File: config.mk
export PLATFORM = sky130hd
export DESIGN_NAME = lin_top
export DESIGN_NICKNAME = d
export VERILOG_FILES = /design/src/lin_pkg.sv /design/src/sample_in.sv /design/src/gain_offset.sv /design/src/lin_cfg.sv /design/src/sample_out.sv /design/src/lin_top.sv
export SDC_FILE = /design/constraint.sdc
export NUM_CORES = 1
export LEC_CHECK = 0
export ABC_AREA = 1
export ABC_CLOCK_PERIOD_IN_PS = 5300
export BUFFER_PORTS_ARGS = -buffer_cell sky130_fd_sc_hd__buf_2
export CORE_ASPECT_RATIO = 2
export CORE_MARGIN = 2
export CORE_UTILIZATION = 56
export DETAILED_ROUTE_END_ITERATION = 8
export HOLD_SLACK_MARGIN = 0.12
export PLACE_DENSITY = 0.77
export SETUP_SLACK_MARGIN = 0.02
export SKIP_CTS_REPAIR_TIMING = 1
export SYNTH_ARGS = -nofsm -noshare
export SYNTH_HDL_FRONTEND = slang
export SYNTH_SLANG_ARGS = --single-unit
File: constraint.sdc
create_clock -name sti -period 5.3 [get_ports sti]
set_input_delay 0.53 -clock sti [delete_from_list [all_inputs] [get_ports sti]]
set_output_delay 0.53 -clock sti [all_outputs]
set_load 0.02 [all_outputs]
File: src/lin_pkg.sv
// lin package: widths, gain scaling, reset values and enums for the gain stage
`default_nettype none

package lin_pkg;

  ////////////////////////////////////////
  // widths
  ////////////////////////////////////////

  // input sample
  localparam int dwi = 14;
  // output sample
  localparam int dwo = 14;
  // gain multiplier
  localparam int dwm = 16;
  // offset, same range as the output
  localparam int dws = dwo;
  // clipped sample counter
  localparam int cnt_w = 16;

  ////////////////////////////////////////
  // gain scaling and reset values
  ////////////////////////////////////////

  // product is shifted right by this after the multiply
  localparam int gain_shift = dwm - 2;
  // gain of 16384 passes samples through unchanged
  localparam int gain_unity = 2 ** gain_shift;

  localparam logic signed [dwm-1:0] gain_rst   = dwm'(gain_unity);
  localparam logic signed [dws-1:0] offset_rst = '0;

  // skid buffer occupancy
  typedef enum logic [1:0] {
    skid_empty = 2'd0,
    skid_one   = 2'd1,
    skid_two   = 2'd2
  } skid_state_t;

  // configuration opcodes, acted on while cfg_stb is high
  typedef enum logic [1:0] {
    op_nop    = 2'd0,
    op_gain   = 2'd1,
    op_offset = 2'd2,
    op_clear  = 2'd3
  } cfg_op_t;

endpackage

`default_nettype wire

File: src/sample_in.sv
// sample_in: two-entry skid buffer on the input stream with a registered ready
`default_nettype none

module sample_in (
  input  logic                           sti,
  input  logic                           reset,
  // upstream stream
  input  logic signed [lin_pkg::dwi-1:0] in_dat,
  input  logic                           in_vld,
  output logic                           in_rdy,
  // toward the gain pipeline
  output logic signed [lin_pkg::dwi-1:0] buf_dat,
  output logic                           buf_vld,
  input  logic                           buf_rdy
);

  lin_pkg::skid_state_t state;
  lin_pkg::skid_state_t state_nxt;

  // ent0 is the older sample and the one offered downstream
  logic signed [lin_pkg::dwi-1:0] ent0;
  logic signed [lin_pkg::dwi-1:0] ent1;

  logic push;
  logic pop;
  logic ld0_in;
  logic ld0_ent1;
  logic ld1_in;

  assign push = in_vld & in_rdy;
  assign pop  = buf_vld & buf_rdy;

  ////////////////////////////////////////
  // occupancy FSM
  ////////////////////////////////////////

  always_comb begin
    state_nxt = state;
    ld0_in    = 1'b0;
    ld0_ent1  = 1'b0;
    ld1_in    = 1'b0;
    case (state)
      lin_pkg::skid_empty: begin
        if (push) begin
          ld0_in    = 1'b1;
          state_nxt = lin_pkg::skid_one;
        end
      end
      lin_pkg::skid_one: begin
        // pass-through when both sides move
        if (push && pop) begin
          ld0_in = 1'b1;
        end else if (push) begin
          ld1_in    = 1'b1;
          state_nxt = lin_pkg::skid_two;
        end else if (pop) begin
          state_nxt = lin_pkg::skid_empty;
        end
      end
      lin_pkg::skid_two: begin
        // in_rdy is low here, only drain
        if (pop) begin
          ld0_ent1  = 1'b1;
          state_nxt = lin_pkg::skid_one;
        end
      end
      default: state_nxt = lin_pkg::skid_empty;
    endcase
  end

  always_ff @(posedge sti) begin
    if (reset) begin
      state  <= lin_pkg::skid_empty;
      in_rdy <= 1'b0;
    end else begin
      state  <= state_nxt;
      // ready drops only once both entries are taken
      in_rdy <= (state_nxt != lin_pkg::skid_two);
    end
  end

  // sample storage
  always_ff @(posedge sti) begin
    if (ld0_in) begin
      ent0 <= in_dat;
    end else if (ld0_ent1) begin
      ent0 <= ent1;
    end
    if (ld1_in) begin
      ent1 <= in_dat;
    end
  end

  assign buf_dat = ent0;
  assign buf_vld = (state != lin_pkg::skid_empty);

endmodule

`default_nettype wire

File: src/gain_offset.sv
// gain_offset: multiply by gain, shift, add offset and saturate, three register stages
`default_nettype none

module gain_offset (
  input  logic                           sti,
  input  logic                           reset,
  // from the skid buffer
  input  logic signed [lin_pkg::dwi-1:0] buf_dat,
  input  logic                           buf_vld,
  output logic                           buf_rdy,
  // configuration
  input  logic signed [lin_pkg::dwm-1:0] gain,
  input  logic signed [lin_pkg::dws-1:0] offset,
  // toward the output register
  output logic signed [lin_pkg::dwo-1:0] go_dat,
  output logic                           go_clip,
  output logic                           go_vld,
  input  logic                           go_rdy
);

  // full width product
  logic signed [lin_pkg::dwi+lin_pkg::dwm-1:0] mul_dat;
  logic                                        mul_vld;

  // product after the shift, range up to +-16384
  logic signed [lin_pkg::dwi+1:0] shf_dat;
  logic                           shf_rdy;

  // shifted product plus offset
  logic signed [lin_pkg::dwi+1:0] sum_dat;
  logic                           sum_vld;
  logic                           sum_rdy;

  // sum bits from the output sign bit upward
  logic [lin_pkg::dwi+1:lin_pkg::dwo-1] sum_hi;
  logic                                 sat_clip;
  logic                                 sat_sign;
  logic signed [lin_pkg::dwo-1:0]       sat_dat;

  logic buf_trn;
  logic mul_trn;
  logic sum_trn;

  ////////////////////////////////////////
  // stage 1: multiply
  ////////////////////////////////////////

  assign buf_trn = buf_vld & buf_rdy;
  // accept when the stage is empty or drains this cycle
  assign buf_rdy = shf_rdy | ~mul_vld;

  always_ff @(posedge sti) begin
    if (buf_trn) begin
      mul_dat <= buf_dat * gain;
    end
  end

  always_ff @(posedge sti) begin
    if (reset) begin
      mul_vld <= 1'b0;
    end else if (buf_rdy) begin
      mul_vld <= buf_vld;
    end
  end

  // arithmetic shift by gain_shift, just a slice of the product
  // dropping the low bits gives floor rounding
  assign shf_dat = $signed(mul_dat[lin_pkg::dwi+lin_pkg::dwm-1:lin_pkg::gain_shift]);

  ////////////////////////////////////////
  // stage 2: offset
  ////////////////////////////////////////

  assign mul_trn = mul_vld & shf_rdy;
  assign shf_rdy = sum_rdy | ~sum_vld;

  always_ff @(posedge sti) begin
    if (mul_trn) begin
      // offset sign-extends into the wider sum
      sum_dat <= shf_dat + offset;
    end
  end

  always_ff @(posedge sti) begin
    if (reset) begin
      sum_vld <= 1'b0;
    end else if (shf_rdy) begin
      sum_vld <= mul_vld;
    end
  end

  ////////////////////////////////////////
  // stage 3: saturation
  ////////////////////////////////////////

  assign sum_trn = sum_vld & sum_rdy;
  assign sum_rdy = go_rdy | ~go_vld;

  // in range only if every bit above the output sign matches it
  assign sum_hi   = sum_dat[lin_pkg::dwi+1:lin_pkg::dwo-1];
  assign sat_clip = (|sum_hi) & ~(&sum_hi);
  assign sat_sign = sum_dat[lin_pkg::dwi+1];
  // clamp toward the bound on the side of the true sign
  assign sat_dat  = sat_clip ? {sat_sign, {(lin_pkg::dwo-1){~sat_sign}}}
                             : sum_dat[lin_pkg::dwo-1:0];

  always_ff @(posedge sti) begin
    if (sum_trn) begin
      go_dat  <= sat_dat;
      go_clip <= sat_clip;
    end
  end

  always_ff @(posedge sti) begin
    if (reset) begin
      go_vld <= 1'b0;
    end else if (sum_rdy) begin
      go_vld <= sum_vld;
    end
  end

endmodule

`default_nettype wire

File: src/lin_cfg.sv
// lin_cfg: decodes strobed opcodes into gain and offset registers and a clear pulse
`default_nettype none

module lin_cfg (
  input  logic                           sti,
  input  logic                           reset,
  // strobed configuration, no handshake
  input  logic                           cfg_stb,
  input  lin_pkg::cfg_op_t               cfg_op,
  input  logic [lin_pkg::dwm-1:0]        cfg_dat,
  // decoded outputs
  output logic signed [lin_pkg::dwm-1:0] gain,
  output logic signed [lin_pkg::dws-1:0] offset,
  output logic                           clip_clr
);

  ////////////////////////////////////////
  // opcode decode
  ////////////////////////////////////////

  always_ff @(posedge sti) begin
    if (reset) begin
      gain     <= lin_pkg::gain_rst;
      offset   <= lin_pkg::offset_rst;
      clip_clr <= 1'b0;
    end else begin
      // pulse lasts one cycle unless strobed again
      clip_clr <= 1'b0;
      if (cfg_stb) begin
        case (cfg_op)
          lin_pkg::op_gain: begin
            gain <= $signed(cfg_dat);
          end
          lin_pkg::op_offset: begin
            // offset takes the low bits only
            offset <= $signed(cfg_dat[lin_pkg::dws-1:0]);
          end
          lin_pkg::op_clear: begin
            clip_clr <= 1'b1;
          end
          default: begin
            // op_nop, registers hold
            gain <= gain;
          end
        endcase
      end
    end
  end

endmodule

`default_nettype wire

File: src/sample_out.sv
// sample_out: output register stage that also counts clipped samples
`default_nettype none

module sample_out (
  input  logic                           sti,
  input  logic                           reset,
  // from the pipeline
  input  logic signed [lin_pkg::dwo-1:0] go_dat,
  input  logic                           go_clip,
  input  logic                           go_vld,
  output logic                           go_rdy,
  // downstream stream
  output logic signed [lin_pkg::dwo-1:0] out_dat,
  output logic                           out_vld,
  input  logic                           out_rdy,
  // clipping statistics
  input  logic                           clip_clr,
  output logic [lin_pkg::cnt_w-1:0]      clip_count
);

  logic go_trn;
  logic cnt_max;

  ////////////////////////////////////////
  // output register
  ////////////////////////////////////////

  assign go_rdy = out_rdy | ~out_vld;
  assign go_trn = go_vld & go_rdy;

  always_ff @(posedge sti) begin
    if (go_trn) begin
      out_dat <= go_dat;
    end
  end

  always_ff @(posedge sti) begin
    if (reset) begin
      out_vld <= 1'b0;
    end else if (go_rdy) begin
      out_vld <= go_vld;
    end
  end

  ////////////////////////////////////////
  // clipped sample counter
  ////////////////////////////////////////

  // counter sticks at all ones
  assign cnt_max = &clip_count;

  always_ff @(posedge sti) begin
    if (reset) begin
      clip_count <= '0;
    end else if (clip_clr) begin
      // clear beats a same-cycle increment
      clip_count <= '0;
    end else if (go_trn && go_clip && !cnt_max) begin
      // counted when the clipped sample is loaded
      clip_count <= clip_count + 1'b1;
    end
  end

endmodule

`default_nettype wire

File: src/lin_top.sv
// lin_top: streaming gain stage, skid buffer, config decoder, pipeline and output
`default_nettype none

module lin_top (
  input  logic                           sti,
  input  logic                           reset,
  // input stream
  input  logic signed [lin_pkg::dwi-1:0] in_dat,
  input  logic                           in_vld,
  output logic                           in_rdy,
  // output stream
  output logic signed [lin_pkg::dwo-1:0] out_dat,
  output logic                           out_vld,
  input  logic                           out_rdy,
  // configuration strobe
  input  logic                           cfg_stb,
  input  lin_pkg::cfg_op_t               cfg_op,
  input  logic [lin_pkg::dwm-1:0]        cfg_dat,
  // number of clipped samples
  output logic [lin_pkg::cnt_w-1:0]      clip_count
);

  // skid buffer to pipeline
  logic signed [lin_pkg::dwi-1:0] buf_dat;
  logic                           buf_vld;
  logic                           buf_rdy;

  // pipeline to output register
  logic signed [lin_pkg::dwo-1:0] go_dat;
  logic                           go_clip;
  logic                           go_vld;
  logic                           go_rdy;

  // decoded configuration
  logic signed [lin_pkg::dwm-1:0] gain;
  logic signed [lin_pkg::dws-1:0] offset;
  logic                           clip_clr;

  ////////////////////////////////////////
  // input side
  ////////////////////////////////////////

  sample_in u_sample_in (
    .sti     (sti),
    .reset   (reset),
    .in_dat  (in_dat),
    .in_vld  (in_vld),
    .in_rdy  (in_rdy),
    .buf_dat (buf_dat),
    .buf_vld (buf_vld),
    .buf_rdy (buf_rdy)
  );

  ////////////////////////////////////////
  // processing
  ////////////////////////////////////////

  lin_cfg u_lin_cfg (
    .sti      (sti),
    .reset    (reset),
    .cfg_stb  (cfg_stb),
    .cfg_op   (cfg_op),
    .cfg_dat  (cfg_dat),
    .gain     (gain),
    .offset   (offset),
    .clip_clr (clip_clr)
  );

  gain_offset u_gain_offset (
    .sti     (sti),
    .reset   (reset),
    .buf_dat (buf_dat),
    .buf_vld (buf_vld),
    .buf_rdy (buf_rdy),
    .gain    (gain),
    .offset  (offset),
    .go_dat  (go_dat),
    .go_clip (go_clip),
    .go_vld  (go_vld),
    .go_rdy  (go_rdy)
  );

  // output side
  sample_out u_sample_out (
    .sti        (sti),
    .reset      (reset),
    .go_dat     (go_dat),
    .go_clip    (go_clip),
    .go_vld     (go_vld),
    .go_rdy     (go_rdy),
    .out_dat    (out_dat),
    .out_vld    (out_vld),
    .out_rdy    (out_rdy),
    .clip_clr   (clip_clr),
    .clip_count (clip_count)
  );

endmodule

`default_nettype wire

Yosys cells after proc, flatten, opt, wreduce, memory -nomap -nowiden
Cells that the tools add are included.
- input bits: 37
- flip-flop bits (word level): 157
- word-level logic and storage cells: 74
- equality and inequality tests: 6
- multipliers: 1
- $add $sub $neg: 2
- reductions and logical operators: 14
- mux-type cells: 17
- bitwise logic cells: 17
- operator list (operator ; count):
    14-bit two-way mux ; 3
    14-bit by 16-bit multiplier with 30-bit output ; 1
    16-bit by 1-bit adder with 16-bit output (second input constant) ; 1
    16-bit by 14-bit adder with 16-bit output ; 1
    16-bit AND reduction ; 1
    2-bit two-way mux ; 5
    1-bit two-way mux ; 7
    1-bit NOT ; 7
    1-bit bitwise AND ; 6
    2-bit == test (second input constant) ; 3
    2-bit case mux with 3 select lines ; 1
    2-bit by 1-bit == test with 1-bit output (second input constant) ; 2
    1-bit bitwise OR ; 4
    2-bit AND reduction ; 2
    2-bit nonzero test ; 2
    2-bit OR reduction ; 2
    1-bit logical AND ; 3
    3-bit AND reduction ; 1
    3-bit OR reduction ; 1
    2-bit zero test ; 1
    2-bit != test (second input constant) ; 1
    1-bit case mux with 2 select lines ; 1
    1-bit zero test ; 1

Longest topological paths before layout
Gate-level depths: netlist (run 1).
- word-level depth: 11
- mapped depth: 30
- mapped depth without buffers: 28

Cells and area by module
A second synthesis (run 1) with hierarchy kept.
- cells, all modules: 1948
- area total of the unflattened synthesis: 15508.6 um2
- modules (own cells, without submodules) (module ; instances ; area an instance (um2) ; cells each ; seq. area each (um2)):
    gain_offset ; 1 ; 11507.3 ; 1471 ; 1471.4
    sample_out ; 1 ; 1496.4 ; 186 ; 760.7
    lin_cfg ; 1 ; 1260.0 ; 194 ; 620.6
    sample_in ; 1 ; 1244.9 ; 97 ; 900.9

Worst setup path after synthesis (run 1)
OpenSTA, ideal clock, no wires.
- path type: register to register
- from: reg u_sample_in.ent0 (netlist bit u_sample_in.buf_dat[4])
- to: reg u_gain_offset.mul_dat[29] in the netlist's numbering, data pin
- cell stages (with the launch flop): 25
- setup time: 0.252 ns
- period minus slack after synthesis: 5.639 ns
- arrival time: 5.387 ns
- slack: -0.339 ns
- cell sequence: edfxtp_1 > clkbuf_1 > clkbuf_1 > nand2_1 > fa_1 > inv_1 > fa_1 > fa_1 > inv_1 > fa_1 > inv_1 > fa_1 > inv_1 > fa_1 > inv_1 > ha_1 > inv_1 > nor3_1 > and2_1 > and2_1 > nand2_1 > nand2_1 > inv_1 > nand2_1 > nand2_1
- word-level cells in the longest chain between the ends: 1
- ends and longest elaborated chain (element ; RTL line ; text):
    from (decl) ; sample_in.sv:21 ; logic signed [lin_pkg::dwi-1:0] ent0;
    from (signal assigned) ; sample_in.sv:85 ; ent0 <= in_dat;
    from (signal assigned) ; sample_in.sv:87 ; ent0 <= ent1;
    14-bit by 16-bit multiplier with 30-bit output ; gain_offset.sv:54 ; mul_dat <= buf_dat * gain;
    to (signal assigned) ; gain_offset.sv:54 ;
    to (decl) ; gain_offset.sv:22 ; logic signed [lin_pkg::dwi+lin_pkg::dwm-1:0] mul_dat;
Every way passes these cells.
A chain may end at the register's enable or synchronous reset.

Final worst setup path (run 1)
- from: reg u_sample_in.ent0 (netlist bit u_sample_in.buf_dat[4])
- to: reg u_gain_offset.mul_dat[24] in the netlist's numbering, data pin
Same word-level chain as after synthesis.

==> flow_summary.yaml, run 1 <==
global_routing:
  antenna_found_initial: 0
  grt_start_max_net_pins: 34
  grt_pass1_wl_um: 66000
  grtUsageTotal: 0.308
  first_global_vias: 13500
  overflow: 0
layout:
  final_core_util: 0.682
  fin_area_um2: 18000
  syn_to_final_growth_pct: 19.5
  final_cells: 2365
  diodes: 0
  drive_gt1_frac: 0.200
  final_nets: 2348
critical_path:
  slowest_delay_ns: 0.70
  path_class: "register to register"
  slowest_stage: "fa_2"
  endpoint_kind: "register"
  worstPathCellList: "nand2_2 -> fa_1 -> inv_2 -> fa_2 -> buf_4 -> fa_1 -> fa_1 -> fa_1 -> inv_1 -> fa_1 -> inv_1 -> ha_4 -> nand4_1 -> buf_4 -> nor2_1 -> nand3_1 -> nand4_1 -> nand2_2"
  r2r_cells: 18
  cp_num_cells: 18
  cp_data_arrival_time_ns: 5.73
  critPathLaunchType: "register"
  timing.critical_path.buf_inv: 5
  worstPathMaxFanout: 8
  required_ns: 5.50
  critPathTopFamily: "adder cells"
  crit_path_frequent_cell: "fa_1"
detailed_routing:
  drc: 0
  postRouteAntennaNets: 0
  vias: 12700
  routed_via_density: 5.36
  dr.pass1.iters: 5
  routed_wl_um: 42600
  routedWlPerCell_um: 18.0
  first_iter_violations: 774
floorplan:
  die_height_um: 236
  ios: 69
  die_x_um: 120
  dieArea_um2: 28300
  start_util: 0.570
  core_um2: 26400
  std_cell_rows: 84
place:
  preCtsSetupSlack_ns: -0.430
  dp.cells: 2316
  dpl_cell_area_um2: 16700
  routabilityCongestion: 0.967
  post-dp-hpwl_um: 34100
  io_buffers: 68
hold_path:
  hold_path_depth: 1
  hp-class: "input port to register"
clock_tree:
  cts.path.max_buffers: 2
  cts_tree: "yes"
  h-tree-depth: 4
  cts_num_sinks: 143
  cts_root_buf: "clkbuf_16"
  clk_pin_slew_ns: 0.07
  clk_latency_ns: 0.45
  cts_buffers: 17
sta:
  rsz0062_at_grt: "true"
  maxSlewViolCount: 0
  worst_pin_slew_ns: 1.35
  period_minus_slack_ns: 5.53
  setup_ws_ns: -0.233
  finalSetupViolCount: 16
  finalHoldWorstSlack_ns: 0.272
  finalClockSkew_ns: 0.0106
  fmax_ghz: 0.181
  relSlewSlack: 0.0998
  hold_viol_final: 0
  period_share: 1.04
  fin_setup_tns_ns: -2.03
yosys:
  synth_edf_count: 89
  synth_area_um2: 15000
  synthDistinctLibCells: 37
  synthTopCellsByCount: "inv_1, nand2_1, fa_1"
  netlist.area_leader.share: 0.291
  syn-mean-instance-area_um2: 8.19
  yosys_warnings: 0
  ys_ff_latch: 143
  synth_area_leaders: "fa_1, edfxtp_1, inv_1, nand2_1, dfxtp_1"
  async_flop_share: 0
  synthCells: 1837
  syn_nets: 2177
  yosys.cell_count.top_type: "inv_1"
  yosysSeqAreaShare: 0.249
  ys.flop_type: "edfxtp_1"
  synth.largest_area_cell: "fa_1"
power:
  power.total_mw: 8.14
  pwr-share-clk: 0.151
  power.share.switching: 0.451
  vdd_drop_max_v: 0.000338
  p_seq_frac: 0.177
  power_density_nw_per_um2: 453
  switchingPower_mw: 3.67
  cellLeakagePower_nw: 9.49
  power.internal_mw: 4.47
  combPwrFrac: 0.672
run_status:
  violations: "negative setup slack"
  status: "finished, violations left"
flow_run:
  drv_cap: 0
-- power by group through the flow --
stage                     combinational [mW]  sequential, mW  clock (mW)
after CTS                               4.55            1.44        1.23
after floorplan                         2.78            1.44           0
after detailed placement                4.52            1.46           0
after global routing                    6.05            1.44        1.28
final                                   5.47            1.44        1.23
after global placement                  4.42            1.46           0
-- logic make-up (layout without fill, tap and decap cells) --
| group | after synthesis | in the layout | synth area share |
|---|---|---|---|
| adders and majority gates | 303 | 303 | 0.361 |
| DFF | 143 | 143 | 0.249 |
| and+or+nand+nor | 689 | 689 | 0.186 |
| AOI/OAI and AO/OA | 144 | 144 | 0.0506 |
| xor gates and xnor gates | 37 | 37 | 0.0215 |
| buffers and inverters | 521 | 705 | 0.132 |
-- final cells by class --
class | count | area, µm²
Multi-Input combinational cell | 1173 | 9890
Fill cell | 2066 | 8400
Sequential cell | 143 | 3770
Inverter | 464 | 1740
Timing Repair Buffer | 209 | 1570
Tap cell | 344 | 430
Clock buffer | 17 | 425
Clock inverter | 15 | 164
-- worst register-to-register path: cells and delay by family (launching register included) --
| family | cells | cell delay, ns |
|---|---|---|
| AND/OR/NAND/NOR | 6 | 0.79 |
| adder cells (fa/ha/maj) | 7 | 3.44 |
| buffers and inverters | 5 | 0.55 |
| flip-flops | 1 | 0.51 |
-- placed cells by master, fill, tap and decap left out, drive strengths merged --
cell type / netlist / routed
a21o: 2 / 2
a21oi: 69 / 69
a221oi: 1 / 1
and2: 2 / 2
and3: 1 / 1
buf: 6 / 209
bufinv: 0 / 1
clkbuf: 51 / 17
clkinv: 0 / 2
clkinvlp: 0 / 3
dfxtp: 54 / 54
edfxtp: 89 / 89
fa: 219 / 219
ha: 84 / 84
inv: 464 / 473
nand2: 454 / 454
nand3: 49 / 49
nand3b: 3 / 3
nand4: 10 / 10
nor2: 145 / 145
nor3: 19 / 19
nor4: 1 / 1
o21a: 2 / 2
o21ai: 62 / 62
o21bai: 6 / 6
o31ai: 2 / 2
or2: 5 / 5
xnor2: 12 / 12
xor2: 25 / 25
-- final timing paths --
check                                        startpoint                        end  slack, ns
worst max-delay path             u_sample_in.buf_dat[4]  u_gain_offset.mul_dat[24]      -0.23
worst min-delay path                         in_dat[13]       u_sample_in.ent1[13]       0.27
worst max register to register   u_sample_in.buf_dat[4]  u_gain_offset.mul_dat[24]      -0.23
worst min register to register  u_gain_offset.go_dat[5]    u_sample_out.out_dat[5]       0.43
-- state kept, by name, indices dropped and copies added, names as in the netlist, 14 cells and up --
register,cells
u_sample_in.ent1,14
u_gain_offset.mul_dat,16
u_lin_cfg.offset,14
u_gain_offset.go_dat,14
u_gain_offset.sum_dat,16
u_lin_cfg.gain,16
u_sample_out.out_dat,14
u_sample_in.buf_dat,14
u_sample_out.clip_count,16
-- metal layers --
layer  share of wire  track usage
met4           0.096        0.260
met1            0.30        0.278
met2            0.55        0.583
met5               0            0
met3           0.051       0.0428
(Power assumes the default switching activity.)
==> inputs of run 2 (changes only) <==
Settings changed: CELL_PAD_IN_SITES_DETAIL_PLACEMENT set to 1, CELL_PAD_IN_SITES_GLOBAL_PLACEMENT set to 1, CORE_ASPECT_RATIO 2 to unset, CORE_UTILIZATION 56 to 44, PLACE_DENSITY 0.77 to unset, PLACE_DENSITY_LB_ADDON set to 0.1.
==> flow_summary.yaml, run 2 (synthesis results as in run 1) <==
run_status:
  status: "finished, violations left"
  violations: "negative setup slack"
detailed_routing:
  routed_wl_um: 45500
  routed_via_density: 5.02
  vias: 12400
  drc: 0
  routedWlPerCell_um: 18.4
  dr.pass1.iters: 4
  postRouteAntennaNets: 0
  first_iter_violations: 539
power:
  p_seq_frac: 0.164
  combPwrFrac: 0.697
  power.internal_mw: 4.78
  cellLeakagePower_nw: 9.66
  vdd_drop_max_v: 0.000392
  pwr-share-clk: 0.139
  power_density_nw_per_um2: 481
  switchingPower_mw: 4.13
  power.share.switching: 0.463
flow_run:
  drv_cap: 0
floorplan:
  std_cell_rows: 67
  core_um2: 33600
  start_util: 0.448
  die_height_um: 189
  die_x_um: 189
  dieArea_um2: 35700
  ios: 69
clock_tree:
  cts_root_buf: "clkbuf_16"
  clk_latency_ns: 0.45
  cts_tree: "yes"
  clk_pin_slew_ns: 0.08
  cts.path.max_buffers: 2
  cts_buffers: 17
  cts_num_sinks: 143
  h-tree-depth: 4
layout:
  final_core_util: 0.550
  layout_commonest_cell: "inv_1"
  diodes: 0
  final_nets: 2355
  drive_gt1_frac: 0.215
  syn_to_final_growth_pct: 22.9
  final_cell_mix: "inv_1, nand2_1, fa_1"
sta:
  setup_ws_ns: -0.330
  finalHoldWorstSlack_ns: 0.284
  period_share: 1.06
  finalClockSkew_ns: 0.0209
  rsz0062_at_grt: "true"
  maxSlewViolCount: 0
  relSlewSlack: 0.259
  fmax_ghz: 0.178
  period_minus_slack_ns: 5.63
  worst_pin_slew_ns: 1.11
  hold_viol_final: 0
  finalSetupViolCount: 16
critical_path:
  cp_data_arrival_time_ns: 5.84
  worstPathMaxFanout: 8
  critPathLaunchType: "register"
  path_class: "register to register"
  required_ns: 5.51
  endpoint_kind: "register"
  r2r_cells: 22
global_routing:
  overflow: 0
  antenna_found_initial: 1
  grtUsageTotal: 0.261
  grt_pass1_wl_um: 72300
  first_global_vias: 14000
  grt_start_max_net_pins: 34
place:
  preCtsSetupSlack_ns: -0.476
  post-dp-hpwl_um: 36500
  io_buffers: 68
  routabilityCongestion: 0.861
hold_path:
  hp-class: "input port to register"
  hold_path_depth: 1
[run 2: cell count changes in the layout (fill, tap and decap cells not counted), moves of 4 or more]
cell and change:
nand2_1 -10, o21bai_4 +4, nor2_2 -5, nand2_2 +7
nor2_1 -5, inv_1 -4, a21oi_4 +4, inv_2 +4
nor2_4 +10, buf_12 +4, nor3_2 -4, a21oi_2 -4
nor3_4 +4
[run 2: worst max-delay path: stages (launching register included)]
cell and delay [ns]:
edfxtp_1 0.53, buf_6 0.16, nand2_4 0.06, fa_1 0.52, inv_2 0.06, fa_2 0.57, buf_4 0.19, fa_1 0.48
inv_1 0.06, fa_1 0.51, fa_1 0.50, inv_1 0.05, fa_1 0.52, ha_4 0.31, nand2_1 0.08, nor3_2 0.23
and2_4 0.18, and2_1 0.11, nand2_1 0.05, nand2_1 0.08, inv_1 0.05, nand2_1 0.05, nand2_1 0.04
[run 2: per-stage QoR]
step	TNS (ns)	instance area (µm²)	instances	power (mW)
after floorplan	-0.00442	15100	1837	4.22
final	-3.28	18500	2476	8.91
after global placement	-3.76	16900	2421	6.04
after CTS	-6.49	17400	2453	7.47
after detailed placement	-5.61	16900	2421	6.19
after global routing	-6.49	18500	2476	9.62
[run 2: power by group through the flow]
stage	combinational [mW]	clock, mW	sequential, mW
final	6.21	1.24	1.46
after global routing	6.87	1.29	1.46
after CTS	4.75	1.26	1.46
after detailed placement	4.70	0	1.48
after global placement	4.56	0	1.48
after floorplan	2.78	0	1.44
[run 2: worst paths after layout]
kind	from	endpoint	slack, ns
worst max-delay path	u_sample_in.buf_dat[2]	u_gain_offset.mul_dat[29]	-0.33
worst min-delay path	in_dat[13]	u_sample_in.ent1[13]	0.28
worst max register to register	u_sample_in.buf_dat[2]	u_gain_offset.mul_dat[29]	-0.33
worst min register to register	u_gain_offset.go_dat[11]	u_sample_out.out_dat[11]	0.42
[run 2: routing by layer]
metal  vias to the layer above  GRT usage  wire length (µm)  part of all wire
li1                       5810          -                 -                 -
met1                      6346      0.313             18800              0.41
met2                       195      0.496             24400              0.54
met3                        72     0.0239              1030             0.023
met4                         0     0.0706              1240             0.027
met5                         -          0                 0                 0
[run 2: final cells by class]
type                       instances  area [µm²]
clock inverter                    15         166
sequential                       143        3770
multi-input combinational       1173       10100
inverter                         464        1740
timing repair buffer             216        1690
fill                            4033       15100
clock buffer                      17         425
tap                              448         561
